$ cat src/hdl/qpu_pkg.sv
package qpu_pkg;

  localparam int XLEN       = 32;
  localparam int RF_NUM     = 16;
  localparam int RFIDX_W    = $clog2(RF_NUM);
  localparam int TIME_W     = 16;
  localparam int IMM_W      = 16;
  localparam int GATE_W     = 8;
  localparam int QUBIT_NUM  = 8;
  localparam int QIDX_W     = $clog2(QUBIT_NUM);
  localparam int OITF_DEPTH = 4;
  localparam int OITF_PTR_W = $clog2(OITF_DEPTH);

  typedef logic [RFIDX_W-1:0]   rfidx_t;
  typedef logic [TIME_W-1:0]    time_t;
  typedef logic [QUBIT_NUM-1:0] qmask_t;

  // Unlisted codes fall to OP_NOP
  typedef enum logic [3:0] {
    OP_NOP     = 4'h0,
    OP_ADDI    = 4'h1,
    OP_ADD     = 4'h2,
    OP_QWAIT   = 4'h3,
    OP_QOP     = 4'h4,
    OP_MEASURE = 4'h5,
    OP_FMR     = 4'h6
  } opcode_e;

  typedef enum logic {
    EVT_GATE    = 1'b0,
    EVT_MEASURE = 1'b1
  } evt_op_e;

  typedef struct packed {
    logic [3:0]       opcode;
    rfidx_t           rd;
    rfidx_t           rs1;
    rfidx_t           rs2;
    logic [IMM_W-1:0] imm;
  } instr_t;

  typedef struct packed {
    opcode_e           opcode;
    rfidx_t            rd;
    rfidx_t            rs1;
    rfidx_t            rs2;
    logic              rd_wen;
    logic [XLEN-1:0]   imm;    // Sign-extended
    logic [GATE_W-1:0] gate;
    logic [QIDX_W-1:0] qidx;   // FMR qubit
  } dec_info_t;

  typedef struct packed {
    dec_info_t       dec;
    logic [XLEN-1:0] rs1;
    logic [XLEN-1:0] rs2;
  } alu_req_t;

  typedef struct packed {
    time_t             time_stamp;
    evt_op_e           op;
    logic [GATE_W-1:0] gate;
    qmask_t            mask;
  } evt_t;

  typedef struct packed {
    qmask_t value;  // One bit per qubit
  } meas_rsp_t;

endpackage
$ cat src/hdl/qpu_exu_top.sv
`timescale 1ns/10ps

module qpu_exu_top (
  input  logic               clk,
  input  logic               i_reset,
  input  logic               i_instr_valid,
  output logic               o_instr_ready,
  input  qpu_pkg::instr_t    i_instr,
  output logic               o_evt_valid,
  input  logic               i_evt_ready,
  output qpu_pkg::evt_t      o_evt,
  input  logic               i_meas_valid,
  input  qpu_pkg::meas_rsp_t i_meas
);

  qpu_pkg::dec_info_t       dec;
  qpu_pkg::alu_req_t        req;
  logic                     fire;
  logic                     meas_alloc;
  qpu_pkg::qmask_t          meas_mask;
  logic                     oitf_full;
  qpu_pkg::qmask_t          pending;
  qpu_pkg::qmask_t          ret_mask;
  logic [qpu_pkg::XLEN-1:0] rs1;
  logic [qpu_pkg::XLEN-1:0] rs2;
  logic                     crf_wen;
  qpu_pkg::rfidx_t          crf_idx;
  logic [qpu_pkg::XLEN-1:0] crf_data;
  logic                     time_wen;
  qpu_pkg::time_t           time_wdata;
  qpu_pkg::time_t           time_cur;
  qpu_pkg::qmask_t          mrf;
  logic                     evt_busy;

  qpu_exu_decode u_decode (.i_instr (i_instr), .o_dec (dec));

  qpu_exu_disp u_disp (
    .i_instr_valid (i_instr_valid), .o_instr_ready (o_instr_ready),
    .i_dec         (dec),           .i_rs1         (rs1),
    .i_rs2         (rs2),           .i_evt_busy    (evt_busy),
    .i_oitf_full   (oitf_full),     .i_pending     (pending),
    .o_fire        (fire),          .o_req         (req),
    .o_meas_alloc  (meas_alloc),    .o_meas_mask   (meas_mask)
  );

  qpu_exu_alu u_alu (
    .clk        (clk),        .i_reset     (i_reset),     .i_fire      (fire),
    .i_req      (req),        .i_time      (time_cur),    .i_mrf       (mrf),
    .o_crf_wen  (crf_wen),    .o_crf_idx   (crf_idx),     .o_crf_data  (crf_data),
    .o_time_wen (time_wen),   .o_time      (time_wdata),  .o_evt_busy  (evt_busy),
    .o_evt_valid(o_evt_valid), .i_evt_ready (i_evt_ready), .o_evt       (o_evt)
  );

  qpu_exu_oitf u_oitf (
    .clk        (clk),        .i_reset      (i_reset),   .i_alloc   (meas_alloc),
    .i_alloc_mask (meas_mask), .i_ret       (i_meas_valid), .o_ret_mask (ret_mask),
    .o_full     (oitf_full),  .o_empty      (),          .o_pending (pending)
  );

  qpu_exu_regfile u_regfile (
    .clk        (clk),        .i_reset    (i_reset),     .i_rs1_idx (dec.rs1),
    .i_rs2_idx  (dec.rs2),    .o_rs1      (rs1),         .o_rs2     (rs2),
    .i_crf_wen  (crf_wen),    .i_crf_idx  (crf_idx),     .i_crf_data (crf_data),
    .i_time_wen (time_wen),   .i_time     (time_wdata),  .o_time    (time_cur),
    .i_mrf_wen  (i_meas_valid), .i_mrf_mask (ret_mask),  .i_meas    (i_meas),
    .o_mrf      (mrf)
  );

endmodule

$ cat src/hdl/qpu_exu_regfile.sv
`timescale 1ns/10ps

module qpu_exu_regfile (
  input  logic                     clk,
  input  logic                     i_reset,
  input  qpu_pkg::rfidx_t          i_rs1_idx,
  input  qpu_pkg::rfidx_t          i_rs2_idx,
  output logic [qpu_pkg::XLEN-1:0] o_rs1,
  output logic [qpu_pkg::XLEN-1:0] o_rs2,
  input  logic                     i_crf_wen,
  input  qpu_pkg::rfidx_t          i_crf_idx,
  input  logic [qpu_pkg::XLEN-1:0] i_crf_data,
  input  logic                     i_time_wen,
  input  qpu_pkg::time_t           i_time,
  output qpu_pkg::time_t           o_time,
  input  logic                     i_mrf_wen,
  input  qpu_pkg::qmask_t          i_mrf_mask,
  input  qpu_pkg::meas_rsp_t       i_meas,
  output qpu_pkg::qmask_t          o_mrf
);

  logic [qpu_pkg::XLEN-1:0] crf [qpu_pkg::RF_NUM];
  qpu_pkg::time_t           time_q;
  qpu_pkg::qmask_t          mrf_q;

  //////////////////////////////
  // Classical registers
  //////////////////////////////
  always_ff @(posedge clk)
  begin
    if (i_reset)
    begin
      for (int i = 0; i < qpu_pkg::RF_NUM; i++)
        crf[i] <= '0;
    end
    else if (i_crf_wen && (i_crf_idx != '0)) // r0 stays zero
      crf[i_crf_idx] <= i_crf_data;
  end

  assign o_rs1 = crf[i_rs1_idx];
  assign o_rs2 = crf[i_rs2_idx];

  //////////////////////////////
  // Time and measurement
  //////////////////////////////
  always_ff @(posedge clk)
  begin
    if (i_reset)
      time_q <= '0;
    else if (i_time_wen)
      time_q <= i_time;
  end

  // Only the retired qubits take the new result
  always_ff @(posedge clk)
  begin
    if (i_reset)
      mrf_q <= '0;
    else if (i_mrf_wen)
      mrf_q <= (mrf_q & ~i_mrf_mask) | (i_meas.value & i_mrf_mask);
  end

  assign o_time = time_q;
  assign o_mrf  = mrf_q;

endmodule

$ cat src/hdl/qpu_exu_oitf.sv
`timescale 1ns/10ps

module qpu_exu_oitf (
  input  logic            clk,
  input  logic            i_reset,
  input  logic            i_alloc,
  input  qpu_pkg::qmask_t i_alloc_mask,
  input  logic            i_ret,
  output qpu_pkg::qmask_t o_ret_mask,
  output logic            o_full,
  output logic            o_empty,
  output qpu_pkg::qmask_t o_pending
);

  qpu_pkg::qmask_t                  mask_mem [qpu_pkg::OITF_DEPTH];
  logic [qpu_pkg::OITF_DEPTH-1:0]   vld;
  logic [qpu_pkg::OITF_PTR_W-1:0]   wr_ptr;
  logic [qpu_pkg::OITF_PTR_W-1:0]   rd_ptr;
  logic                             ret_ena;

  assign o_full     = &vld;
  assign o_empty    = ~|vld;
  assign ret_ena    = i_ret && !o_empty;              // Stray results dropped
  assign o_ret_mask = ret_ena ? mask_mem[rd_ptr] : '0;

  always_ff @(posedge clk)
  begin
    if (i_reset)
    begin
      vld    <= '0;
      wr_ptr <= '0;
      rd_ptr <= '0;
    end
    else
    begin
      if (i_alloc)
      begin
        vld[wr_ptr] <= 1'b1;
        wr_ptr      <= wr_ptr + 1'b1;
      end
      if (ret_ena)
      begin
        vld[rd_ptr] <= 1'b0; // Head pops in order
        rd_ptr      <= rd_ptr + 1'b1;
      end
    end
  end

  always_ff @(posedge clk)
  begin
    if (i_alloc)
      mask_mem[wr_ptr] <= i_alloc_mask;
  end

  // OR of live entries
  always_comb
  begin
    o_pending = '0;
    for (int i = 0; i < qpu_pkg::OITF_DEPTH; i++)
      o_pending = o_pending | (mask_mem[i] & {qpu_pkg::QUBIT_NUM{vld[i]}});
  end

endmodule

$ cat src/hdl/qpu_exu_alu.sv
`timescale 1ns/10ps

module qpu_exu_alu (
  input  logic                     clk,
  input  logic                     i_reset,
  input  logic                     i_fire,
  input  qpu_pkg::alu_req_t        i_req,
  input  qpu_pkg::time_t           i_time,
  input  qpu_pkg::qmask_t          i_mrf,
  output logic                     o_crf_wen,
  output qpu_pkg::rfidx_t          o_crf_idx,
  output logic [qpu_pkg::XLEN-1:0] o_crf_data,
  output logic                     o_time_wen,
  output qpu_pkg::time_t           o_time,
  output logic                     o_evt_busy,
  output logic                     o_evt_valid,
  input  logic                     i_evt_ready,
  output qpu_pkg::evt_t            o_evt
);

  qpu_pkg::opcode_e op;
  logic             is_quant;
  logic             evt_load;
  qpu_pkg::evt_t    evt_next;

  assign op       = i_req.dec.opcode;
  assign is_quant = (op == qpu_pkg::OP_QOP) || (op == qpu_pkg::OP_MEASURE);

  //////////////////////////////
  // Classical and time results
  //////////////////////////////
  always_comb
  begin
    case (op)
      qpu_pkg::OP_ADDI: o_crf_data = i_req.rs1 + i_req.dec.imm;
      qpu_pkg::OP_ADD:  o_crf_data = i_req.rs1 + i_req.rs2;
      qpu_pkg::OP_FMR:  o_crf_data = {{(qpu_pkg::XLEN-1){1'b0}}, i_mrf[i_req.dec.qidx]};
      default:          o_crf_data = '0;
    endcase
  end

  assign o_crf_wen  = i_fire && i_req.dec.rd_wen;
  assign o_crf_idx  = i_req.dec.rd;
  assign o_time_wen = i_fire && (op == qpu_pkg::OP_QWAIT);
  assign o_time     = i_time + i_req.dec.imm[qpu_pkg::TIME_W-1:0]; // Wraps at 2^16

  //////////////////////////////
  // Event output register
  //////////////////////////////
  always_comb
  begin
    evt_next.time_stamp = i_time;
    evt_next.op         = (op == qpu_pkg::OP_MEASURE) ? qpu_pkg::EVT_MEASURE
                                                      : qpu_pkg::EVT_GATE;
    evt_next.gate       = i_req.dec.gate;
    evt_next.mask       = i_req.rs1[qpu_pkg::QUBIT_NUM-1:0];
  end

  assign evt_load   = i_fire && is_quant;
  assign o_evt_busy = o_evt_valid && !i_evt_ready; // Frees on transfer

  always_ff @(posedge clk)
  begin
    if (i_reset)
      o_evt_valid <= 1'b0;
    else if (evt_load)
      o_evt_valid <= 1'b1;
    else if (i_evt_ready)
      o_evt_valid <= 1'b0;
  end

  always_ff @(posedge clk)
  begin
    if (evt_load)
      o_evt <= evt_next;
  end

endmodule

$ cat src/hdl/qpu_exu_disp.sv
`timescale 1ns/10ps

module qpu_exu_disp (
  input  logic                     i_instr_valid,
  output logic                     o_instr_ready,
  input  qpu_pkg::dec_info_t       i_dec,
  input  logic [qpu_pkg::XLEN-1:0] i_rs1,
  input  logic [qpu_pkg::XLEN-1:0] i_rs2,
  input  logic                     i_evt_busy,
  input  logic                     i_oitf_full,
  input  qpu_pkg::qmask_t          i_pending,
  output logic                     o_fire,
  output qpu_pkg::alu_req_t        o_req,
  output logic                     o_meas_alloc,
  output qpu_pkg::qmask_t          o_meas_mask
);

  logic is_qop;
  logic is_meas;
  logic is_fmr;
  logic stall;

  assign is_qop  = (i_dec.opcode == qpu_pkg::OP_QOP);
  assign is_meas = (i_dec.opcode == qpu_pkg::OP_MEASURE);
  assign is_fmr  = (i_dec.opcode == qpu_pkg::OP_FMR);

  //////////////////////////////
  // Hazards
  //////////////////////////////
  // Event slot full, measure table full, or FMR qubit still in flight
  assign stall = ((is_qop || is_meas) && i_evt_busy) ||
                 (is_meas && i_oitf_full)            ||
                 (is_fmr && i_pending[i_dec.qidx]);

  assign o_instr_ready = !stall;
  assign o_fire        = i_instr_valid && !stall;

  //////////////////////////////
  // Issue
  //////////////////////////////
  always_comb
  begin
    o_req.dec = i_dec;
    o_req.rs1 = i_rs1;
    o_req.rs2 = i_rs2;
  end

  assign o_meas_alloc = o_fire && is_meas;
  assign o_meas_mask  = i_rs1[qpu_pkg::QUBIT_NUM-1:0]; // Mask from low rs1 bits

endmodule

$ cat src/hdl/qpu_exu_decode.sv
`timescale 1ns/10ps

module qpu_exu_decode (
  input  qpu_pkg::instr_t    i_instr,
  output qpu_pkg::dec_info_t o_dec
);

  qpu_pkg::opcode_e opcode;

  //////////////////////////////
  // Opcode map
  //////////////////////////////
  always_comb
  begin
    case (i_instr.opcode)
      qpu_pkg::OP_ADDI:    opcode = qpu_pkg::OP_ADDI;
      qpu_pkg::OP_ADD:     opcode = qpu_pkg::OP_ADD;
      qpu_pkg::OP_QWAIT:   opcode = qpu_pkg::OP_QWAIT;
      qpu_pkg::OP_QOP:     opcode = qpu_pkg::OP_QOP;
      qpu_pkg::OP_MEASURE: opcode = qpu_pkg::OP_MEASURE;
      qpu_pkg::OP_FMR:     opcode = qpu_pkg::OP_FMR;
      default:             opcode = qpu_pkg::OP_NOP; // Still consumed
    endcase
  end

  //////////////////////////////
  // Field split
  //////////////////////////////
  always_comb
  begin
    o_dec.opcode = opcode;
    o_dec.rd     = i_instr.rd;
    o_dec.rs1    = i_instr.rs1;
    o_dec.rs2    = i_instr.rs2;

    // Only these write the classical file
    o_dec.rd_wen = (opcode == qpu_pkg::OP_ADDI) ||
                   (opcode == qpu_pkg::OP_ADD)  ||
                   (opcode == qpu_pkg::OP_FMR);

    o_dec.imm  = {{(qpu_pkg::XLEN - qpu_pkg::IMM_W){i_instr.imm[qpu_pkg::IMM_W-1]}},
                  i_instr.imm};
    o_dec.gate = i_instr.imm[qpu_pkg::GATE_W-1:0];
    o_dec.qidx = i_instr.imm[qpu_pkg::QIDX_W-1:0];
  end

endmodule

$ cat config.mk
export PLATFORM = sky130hd
export DESIGN_NAME = qpu_exu_top
export DESIGN_NICKNAME = d
export VERILOG_FILES = /design/src/hdl/qpu_pkg.sv /design/src/hdl/qpu_exu_top.sv /design/src/hdl/qpu_exu_regfile.sv /design/src/hdl/qpu_exu_oitf.sv /design/src/hdl/qpu_exu_alu.sv /design/src/hdl/qpu_exu_disp.sv /design/src/hdl/qpu_exu_decode.sv
export SDC_FILE = /design/constraint.sdc
export NUM_CORES = 1
export LEC_CHECK = 0
export ABC_AREA = 0
export BUFFER_PORTS_ARGS = -buffer_cell sky130_fd_sc_hd__buf_2
export CORE_UTILIZATION = 60
export CTS_BUF_LIST = sky130_fd_sc_hd__clkbuf_8
export DETAILED_ROUTE_END_ITERATION = 6
export GPL_ROUTABILITY_DRIVEN = 0
export GPL_TIMING_DRIVEN = 0
export PLACE_DENSITY = 0.79
export SLEW_MARGIN = 0
export SYNTH_ARGS = -nofsm -noshare
export SYNTH_HDL_FRONTEND = slang
export SYNTH_SLANG_ARGS = --single-unit
$ cat constraint.sdc
create_clock -name clk -period 6.5 [get_ports clk]
set_clock_uncertainty 0.1 [all_clocks]
set_input_delay 1.3 -clock clk [delete_from_list [all_inputs] [get_ports clk]]
set_output_delay 1.3 -clock clk [all_outputs]
set_load 0.02 [all_outputs]
==> results of run 1 <==
registers in the layout (all words and copies together), names as in the netlist, named ones only:
name	flops
u_oitf.mask_mem	32
u_oitf.vld	4
u_alu.o_evt_valid	1
u_regfile.crf	128
u_oitf.rd_ptr	2
u_regfile.o_time	16
u_alu.o_evt	33
u_oitf.wr_ptr	2
path summary, 6_finish.rpt:
kind / start / to / slack, ps
setup / recovery: i_instr[20] / u_regfile.crf[2][7] / 230
setup reg to reg: u_regfile.crf[6][1] / u_regfile.crf[2][7] / 2030
hold / removal: u_regfile.o_time[15] / u_alu.o_evt[32] / 340
hold reg to reg: u_regfile.o_time[15] / u_alu.o_evt[32] / 340
layer usage:
layer / vias to the layer above / global-route usage / wire [um]
met5: - / 0 / 0
met4: 0 / 0.162 / 1470
met3: 99 / 0.0676 / 3150
met2: 535 / 0.501 / 14300
met1: 3987 / 0.395 / 11000
li1: 3567 / - / -
where the power goes:
part           switching (uW)  internal (uW)
sequential               19.6           1630
combinational             217            142
clock                     573            545
total                     810           2310
placed cells by master (no fill, tap or decap), types with 5 or more instances in the layout:
| cell | instances |
|---|---|
| mux2_2 | 6 |
| xor2_1 | 7 |
| xnor2_1 | 9 |
| clkinv_2 | 6 |
| edfxtp_1 | 193 |
| and2_1 | 5 |
| nor2_1 | 134 |
| clkbuf_8 | 38 |
| clkbuf_1 | 32 |
| nand2_1 | 68 |
| nor3_1 | 20 |
| a21oi_1 | 42 |
| mux4_2 | 91 |
| dfxtp_1 | 35 |
| nand2b_1 | 23 |
| clkinv_1 | 8 |
| buf_1 | 9 |
| conb_1 | 8 |
| buf_2 | 78 |
| or3_1 | 11 |
| o21ai_0 | 15 |
| o21a_1 | 5 |
| inv_1 | 30 |
| nor2b_1 | 7 |
| nand3_1 | 26 |
| ha_1 | 30 |
metrics by stage:
stage                      util  TNS, ps
after floorplan               -        0
after global placement    0.654    -6810
after detailed placement  0.654   -11040
after CTS                 0.688        0
after global routing      0.690        0
final                     0.690        0
cells by family (layout without fill, tap and decap cells):
group	count (synthesis)	count (layout)	synth area share
buf+inv	70	207	0.0235
xor+xnor	16	16	0.0121
simple gates	317	317	0.126
compound gates	103	103	0.0575
mux	101	101	0.186
flops	228	228	0.559
other cells	1	8	0.000323
fa+ha+maj	32	32	0.0358
cell type report:
| type | count | area, um^2 |
|---|---|---|
| Tap cell | 260 | 325 |
| Inverter | 19 | 71.3 |
| Multi-Input combinational cell | 577 | 4870 |
| Timing Repair Buffer | 71 | 378 |
| Fill cell | 1380 | 5840 |
| Sequential cell | 228 | 6500 |
| Clock inverter | 28 | 124 |
| Clock buffer | 38 | 523 |
| Buffer | 51 | 204 |
worst max-delay path: stages:
cell and delay (ps):
clkbuf_1 360, buf_2 420, buf_1 750, mux4_2 640, mux4_2 570, ha_1 260
a21o_1 160, a21oi_1 220, o21ai_0 190, o31ai_1 300, xnor2_1 180, xnor2_1 90
nand2_1 310, clkbuf_1 560, nor2_1 100
synthesized netlist by cell type (all sizes together) (2+ instances only):
cell / n
o21a: 5
nor3b: 3
a211oi: 4
a41oi: 4
and2: 5
xnor2: 9
nor2b: 7
mux2i: 4
nand2: 68
o21ai: 15
nand4: 2
nand2b: 23
mux2: 6
nor3: 20
or3: 11
ha: 30
dfxtp: 35
a21o: 3
or4: 3
inv: 19
a222oi: 4
o21bai: 3
fa: 2
nand3: 26
xor2: 7
a21boi: 4
nor4: 4
edfxtp: 193
nor2: 134
buf: 19
or2: 3
mux4: 91
o31ai: 2
a221oi: 4
a22o: 4
a21oi: 42
clkbuf: 32
and3: 3
timing repair:
item	4_1_cts	5_1_grt
endpoints found under the hold margin	0	0
hold buffers	0	0
endpoints found under the setup margin	0	20
gates resized for setup	0	4
==> results.py, run 1 <==
metrics = {
    "placement": {
        "postPlaceCellArea_um2": 12300,
        "pre_cts_ws_ps": -507,
        "hpwl_um": 21600,
        "portBuffers": 70,
        "placed_cells": 1205,
    },
    "global_route": {
        "antenna_found_initial": 0,
        "overflow": 0,
        "grt_pass1_vias": 7876,
        "grt_max_degree": 34,
        "grt_pass1_wl_um": 44800,
        "grt_usage": 0.310,
    },
    "floorplan": {
        "initial_utilization": 0.617,
        "io_pins": 80,
        "core-area_um2": 18800,
        "die_w_um": 141,
        "die-area_um2": 19900,
        "die_y_um": 141,
        "rows": 50,
    },
    "setup_path": {
        "cp.required_ps": 6670,
        "crit_path_max_fanout": 10,
        "worstPathArrival_ps": 6440,
        "crit_path_end_kind": "flip-flop",
        "worst-r2r-cell-count": 14,
        "worstSetupPathType": "primary input to flip-flop",
        "start_kind": "primary input",
    },
    "yosys": {
        "yosysTopAreaCell": "edfxtp_1",
        "synth-main-ff-cell": "edfxtp_1",
        "synth_edf_count": 193,
        "ys_seq_elements": 228,
        "syn_inst": 868,
        "yosysWarnings": 0,
        "syn_avg_cell_area_um2": 13.4,
        "synth_area_um2": 11600,
        "ys_async_sr_fraction": 0,
        "ys_types": 57,
        "yosys.area.top_type_share": 0.499,
        "seq_area_frac_synth": 0.559,
        "synth.area.top_cells": "edfxtp_1 (50%), mux4_2 (18%), dfxtp_1 (6.0%)",
    },
    "final_layout": {
        "post_layout_nonfiller_instances": 1272,
        "syn2layout_area_growth_pct": 11.9,
        "antennaDiodeCount": 0,
        "nets": 1061,
        "drive_gt1_frac": 0.227,
        "fin_area_um2": 13000,
    },
    "pwr": {
        "power.leakage_uw": 0.00455,
        "pwr_density_cell_nw_per_um2": 240,
        "vdd_drop_max_uv": 181,
        "power_uw": 3120,
    },
    "clock_tree": {
        "cts.sinks": 228,
        "cts_tree": "yes",
        "clockBufferDepth": 3,
        "htreeDepth": 2,
        "cts_buffers": 36,
        "cts-root-buf": "clkbuf_8",
        "path_clk_slew_ps": 60,
        "clk_latency_ps": 550,
        "postCtsSetupRepairBufs": 0,
    },
    "outcome": {
        "violations": "DRC",
        "status": "finished with violations",
    },
    "timing": {
        "min_period_over_period": 0.964,
        "setup_viol": 0,
        "finalHoldViolCount": 0,
        "worst_hold_slack_ps": 344,
        "post-route-min-period_ps": 6270,
        "maxSlewHeadroom": 0.184,
        "worst_slack_ps": 231,
        "tightest_slew_ps": 1210,
        "rsz0062_at_grt": "no",
        "slew_viol_final": 0,
        "fmax_mhz": 160,
    },
    "hold_path": {
        "hold_class": "flip-flop to flip-flop",
        "hold_depth": 0,
    },
    "routing": {
        "post-route-drc-count": 1,
        "drt_pass1_iterations": 7,
        "wirelength_um": 29800,
        "drtAntennaViolNets": 0,
        "vias_per_cell": 6.44,
        "avgRoutedWirePerCell_um": 23.5,
        "drtIter0Drc": 878,
        "vias": 8188,
    },
    "flow_run": {
        "maxCapViolCount": 0,
    },
}
No activity file was read; power rests on OpenSTA's default activity.
==> run 2, diff against run 1 <==
==> constraint.sdc (replaced) <==
create_clock -name clk -period 6.5 [get_ports clk]
set_clock_uncertainty 0.1 [all_clocks]
set_input_delay 1.625 -clock clk [delete_from_list [all_inputs] [get_ports clk]]
set_output_delay 1.625 -clock clk [all_outputs]
set_load 0.02 [all_outputs]
==> results.py, run 2 (same netlist as run 1, synthesis figures left out) <==
metrics = {
    "timing": {
        "worst_slack_ps": 230,
        "finalHoldViolCount": 0,
        "slew_viol_final": 0,
        "tightest_slew_ps": 1220,
        "fmax_mhz": 160,
        "min_period_over_period": 0.965,
        "rsz0062_at_grt": "no",
        "setup_viol": 0,
        "post-route-min-period_ps": 6270,
        "maxSlewHeadroom": 0.181,
        "worst_hold_slack_ps": 344,
    },
    "final_layout": {
        "top_register": "u_regfile.crf",
        "finish.utilization": 0.691,
        "syn2layout_area_growth_pct": 12.0,
        "fin_area_um2": 13000,
        "final_common_cell": "edfxtp_1",
        "antennaDiodeCount": 0,
        "largestRegisters": "u_regfile.crf x128, u_alu.o_evt x33, u_oitf.mask_mem x32",
        "nets": 1061,
        "drive_gt1_frac": 0.231,
        "final_cell_mix": "edfxtp_1 (193), nor2_1 (134), mux4_2 (91), buf_2 (78), nand2_1 (68)",
        "largest_reg_flops": 128,
    },
    "global_route": {
        "antenna_found_initial": 0,
        "grt_pass1_wl_um": 44700,
        "grt_pass1_vias": 7900,
        "grt_max_degree": 34,
        "overflow": 0,
        "grt_usage": 0.309,
    },
    "setup_path": {
        "slowest_stage": "mux4_2",
        "worstSetupPathType": "primary input to flip-flop",
        "cp.required_ps": 6680,
        "worstPathArrival_ps": 6450,
        "regToRegStartpoint": "u_regfile.crf[0][1]",
        "crit_path_max_fanout": 10,
        "start_kind": "primary input",
        "cp-startpoint": "i_instr[16]",
        "crit_family": "buffers and inverters",
        "slowest_delay_ps": 630,
        "crit_path_end_kind": "flip-flop",
        "crit_buf_inv": 4,
        "crit_path_cell_trace": "clkbuf_1, buf_2, clkdlybuf4s15_2, mux4_2, mux4_2, nand2_1, o21ai_0, ha_1, a21o_1, a21oi_1, o21ai_0, o31ai_1, xnor2_1, xnor2_1, nand2_1, clkbuf_2, nor2_1",
    },
    "floorplan": {
        "initial_utilization": 0.617,
        "rows": 50,
        "io_pins": 80,
        "die_w_um": 141,
        "core-area_um2": 18800,
        "die_y_um": 141,
        "die-area_um2": 19900,
    },
    "placement": {
        "portBuffers": 70,
        "pre_cts_ws_ps": -832,
        "postPlaceCellArea_um2": 12300,
        "hpwl_um": 21600,
    },
    "routing": {
        "wirelength_um": 29900,
        "post-route-drc-count": 0,
        "vias": 8220,
        "vias_per_cell": 6.46,
        "drt_pass1_iterations": 5,
        "drtIter0Drc": 834,
        "avgRoutedWirePerCell_um": 23.5,
        "drtAntennaViolNets": 0,
    },
    "outcome": {
        "status": "finished clean",
    },
    "pwr": {
        "pwr_density_cell_nw_per_um2": 240,
        "power.leakage_uw": 0.00456,
        "vdd_drop_max_uv": 181,
    },
    "hold_path": {
        "hold_class": "flip-flop to flip-flop",
        "hp-start": "u_regfile.o_time[15]",
    },
    "clock_tree": {
        "cts-root-buf": "clkbuf_8",
        "clk_latency_ps": 550,
        "cts_buffers": 36,
        "path_clk_slew_ps": 50,
        "clockBufferDepth": 3,
        "htreeDepth": 2,
        "cts_tree": "yes",
        "cts.sinks": 228,
    },
    "flow_run": {
        "maxCapViolCount": 0,
    },
}
-- run 2: cell count changes in the layout (fill, tap and decap cells not counted) --
cell | before | now
buf_1 | 9 | 7
clkbuf_1 | 32 | 30
clkbuf_2 | 2 | 4
clkdlybuf4s15_2 | 0 | 2
-- run 2: path summary, 6_finish.rpt --
| check | to | cells past startpoint | slack, ps |
|---|---|---|---|
| max | u_regfile.crf[5][7] | 17 | 230 |
| max reg2reg | u_regfile.crf[5][7] | 14 | 2260 |
| min reg2reg | u_alu.o_evt[32] | 0 | 340 |
| min | u_alu.o_evt[32] | 0 | 340 |
-- run 2: repair_timing --
action | in CTS | in global routing
setup endpoints to repair | 20 | 20
hold endpoints to repair | 0 | 0
hold buffers | 0 | 0
buffers inserted | 0 | 0
gates resized for setup | 5 | 7
-- run 2: routing by layer --
layer | global-route usage | wire length [um] | vias to the layer above
li1 | - | - | 3564
met2 | 0.498 | 14300 | 527
met1 | 0.393 | 11000 | 4022
met4 | 0.169 | 1540 | 0
met5 | 0 | 0 | -
met3 | 0.0690 | 3000 | 107
-- run 2: power breakdown --
part	total (uW)	internal, uW	leakage, uW	switching, uW
sequential	1650	1630	0.00221	19.7
clock	1120	545	0.000368	576
combinational	360	142	0.00198	217
-- run 2: final cells by class --
cell class,instances,area (um^2)
flip-flops and latches,228,6500
multi-input cells,577,4870
clock inverters,28,124
fillers,1382,5820
clock buffers,38,523
inverters,19,71.3
well taps,260,325
repair buffers,71,378
plain buffers,51,221
-- run 2: per-stage QoR --
step                instances  TNS [ps]  total power (uW)
global placement         1205    -20590              2010
finish                   1272         0              3130
global route             1272         0              3210
detailed placement       1205    -28610              2020
floorplan                 875         0              1900
CTS                      1271         0              3120
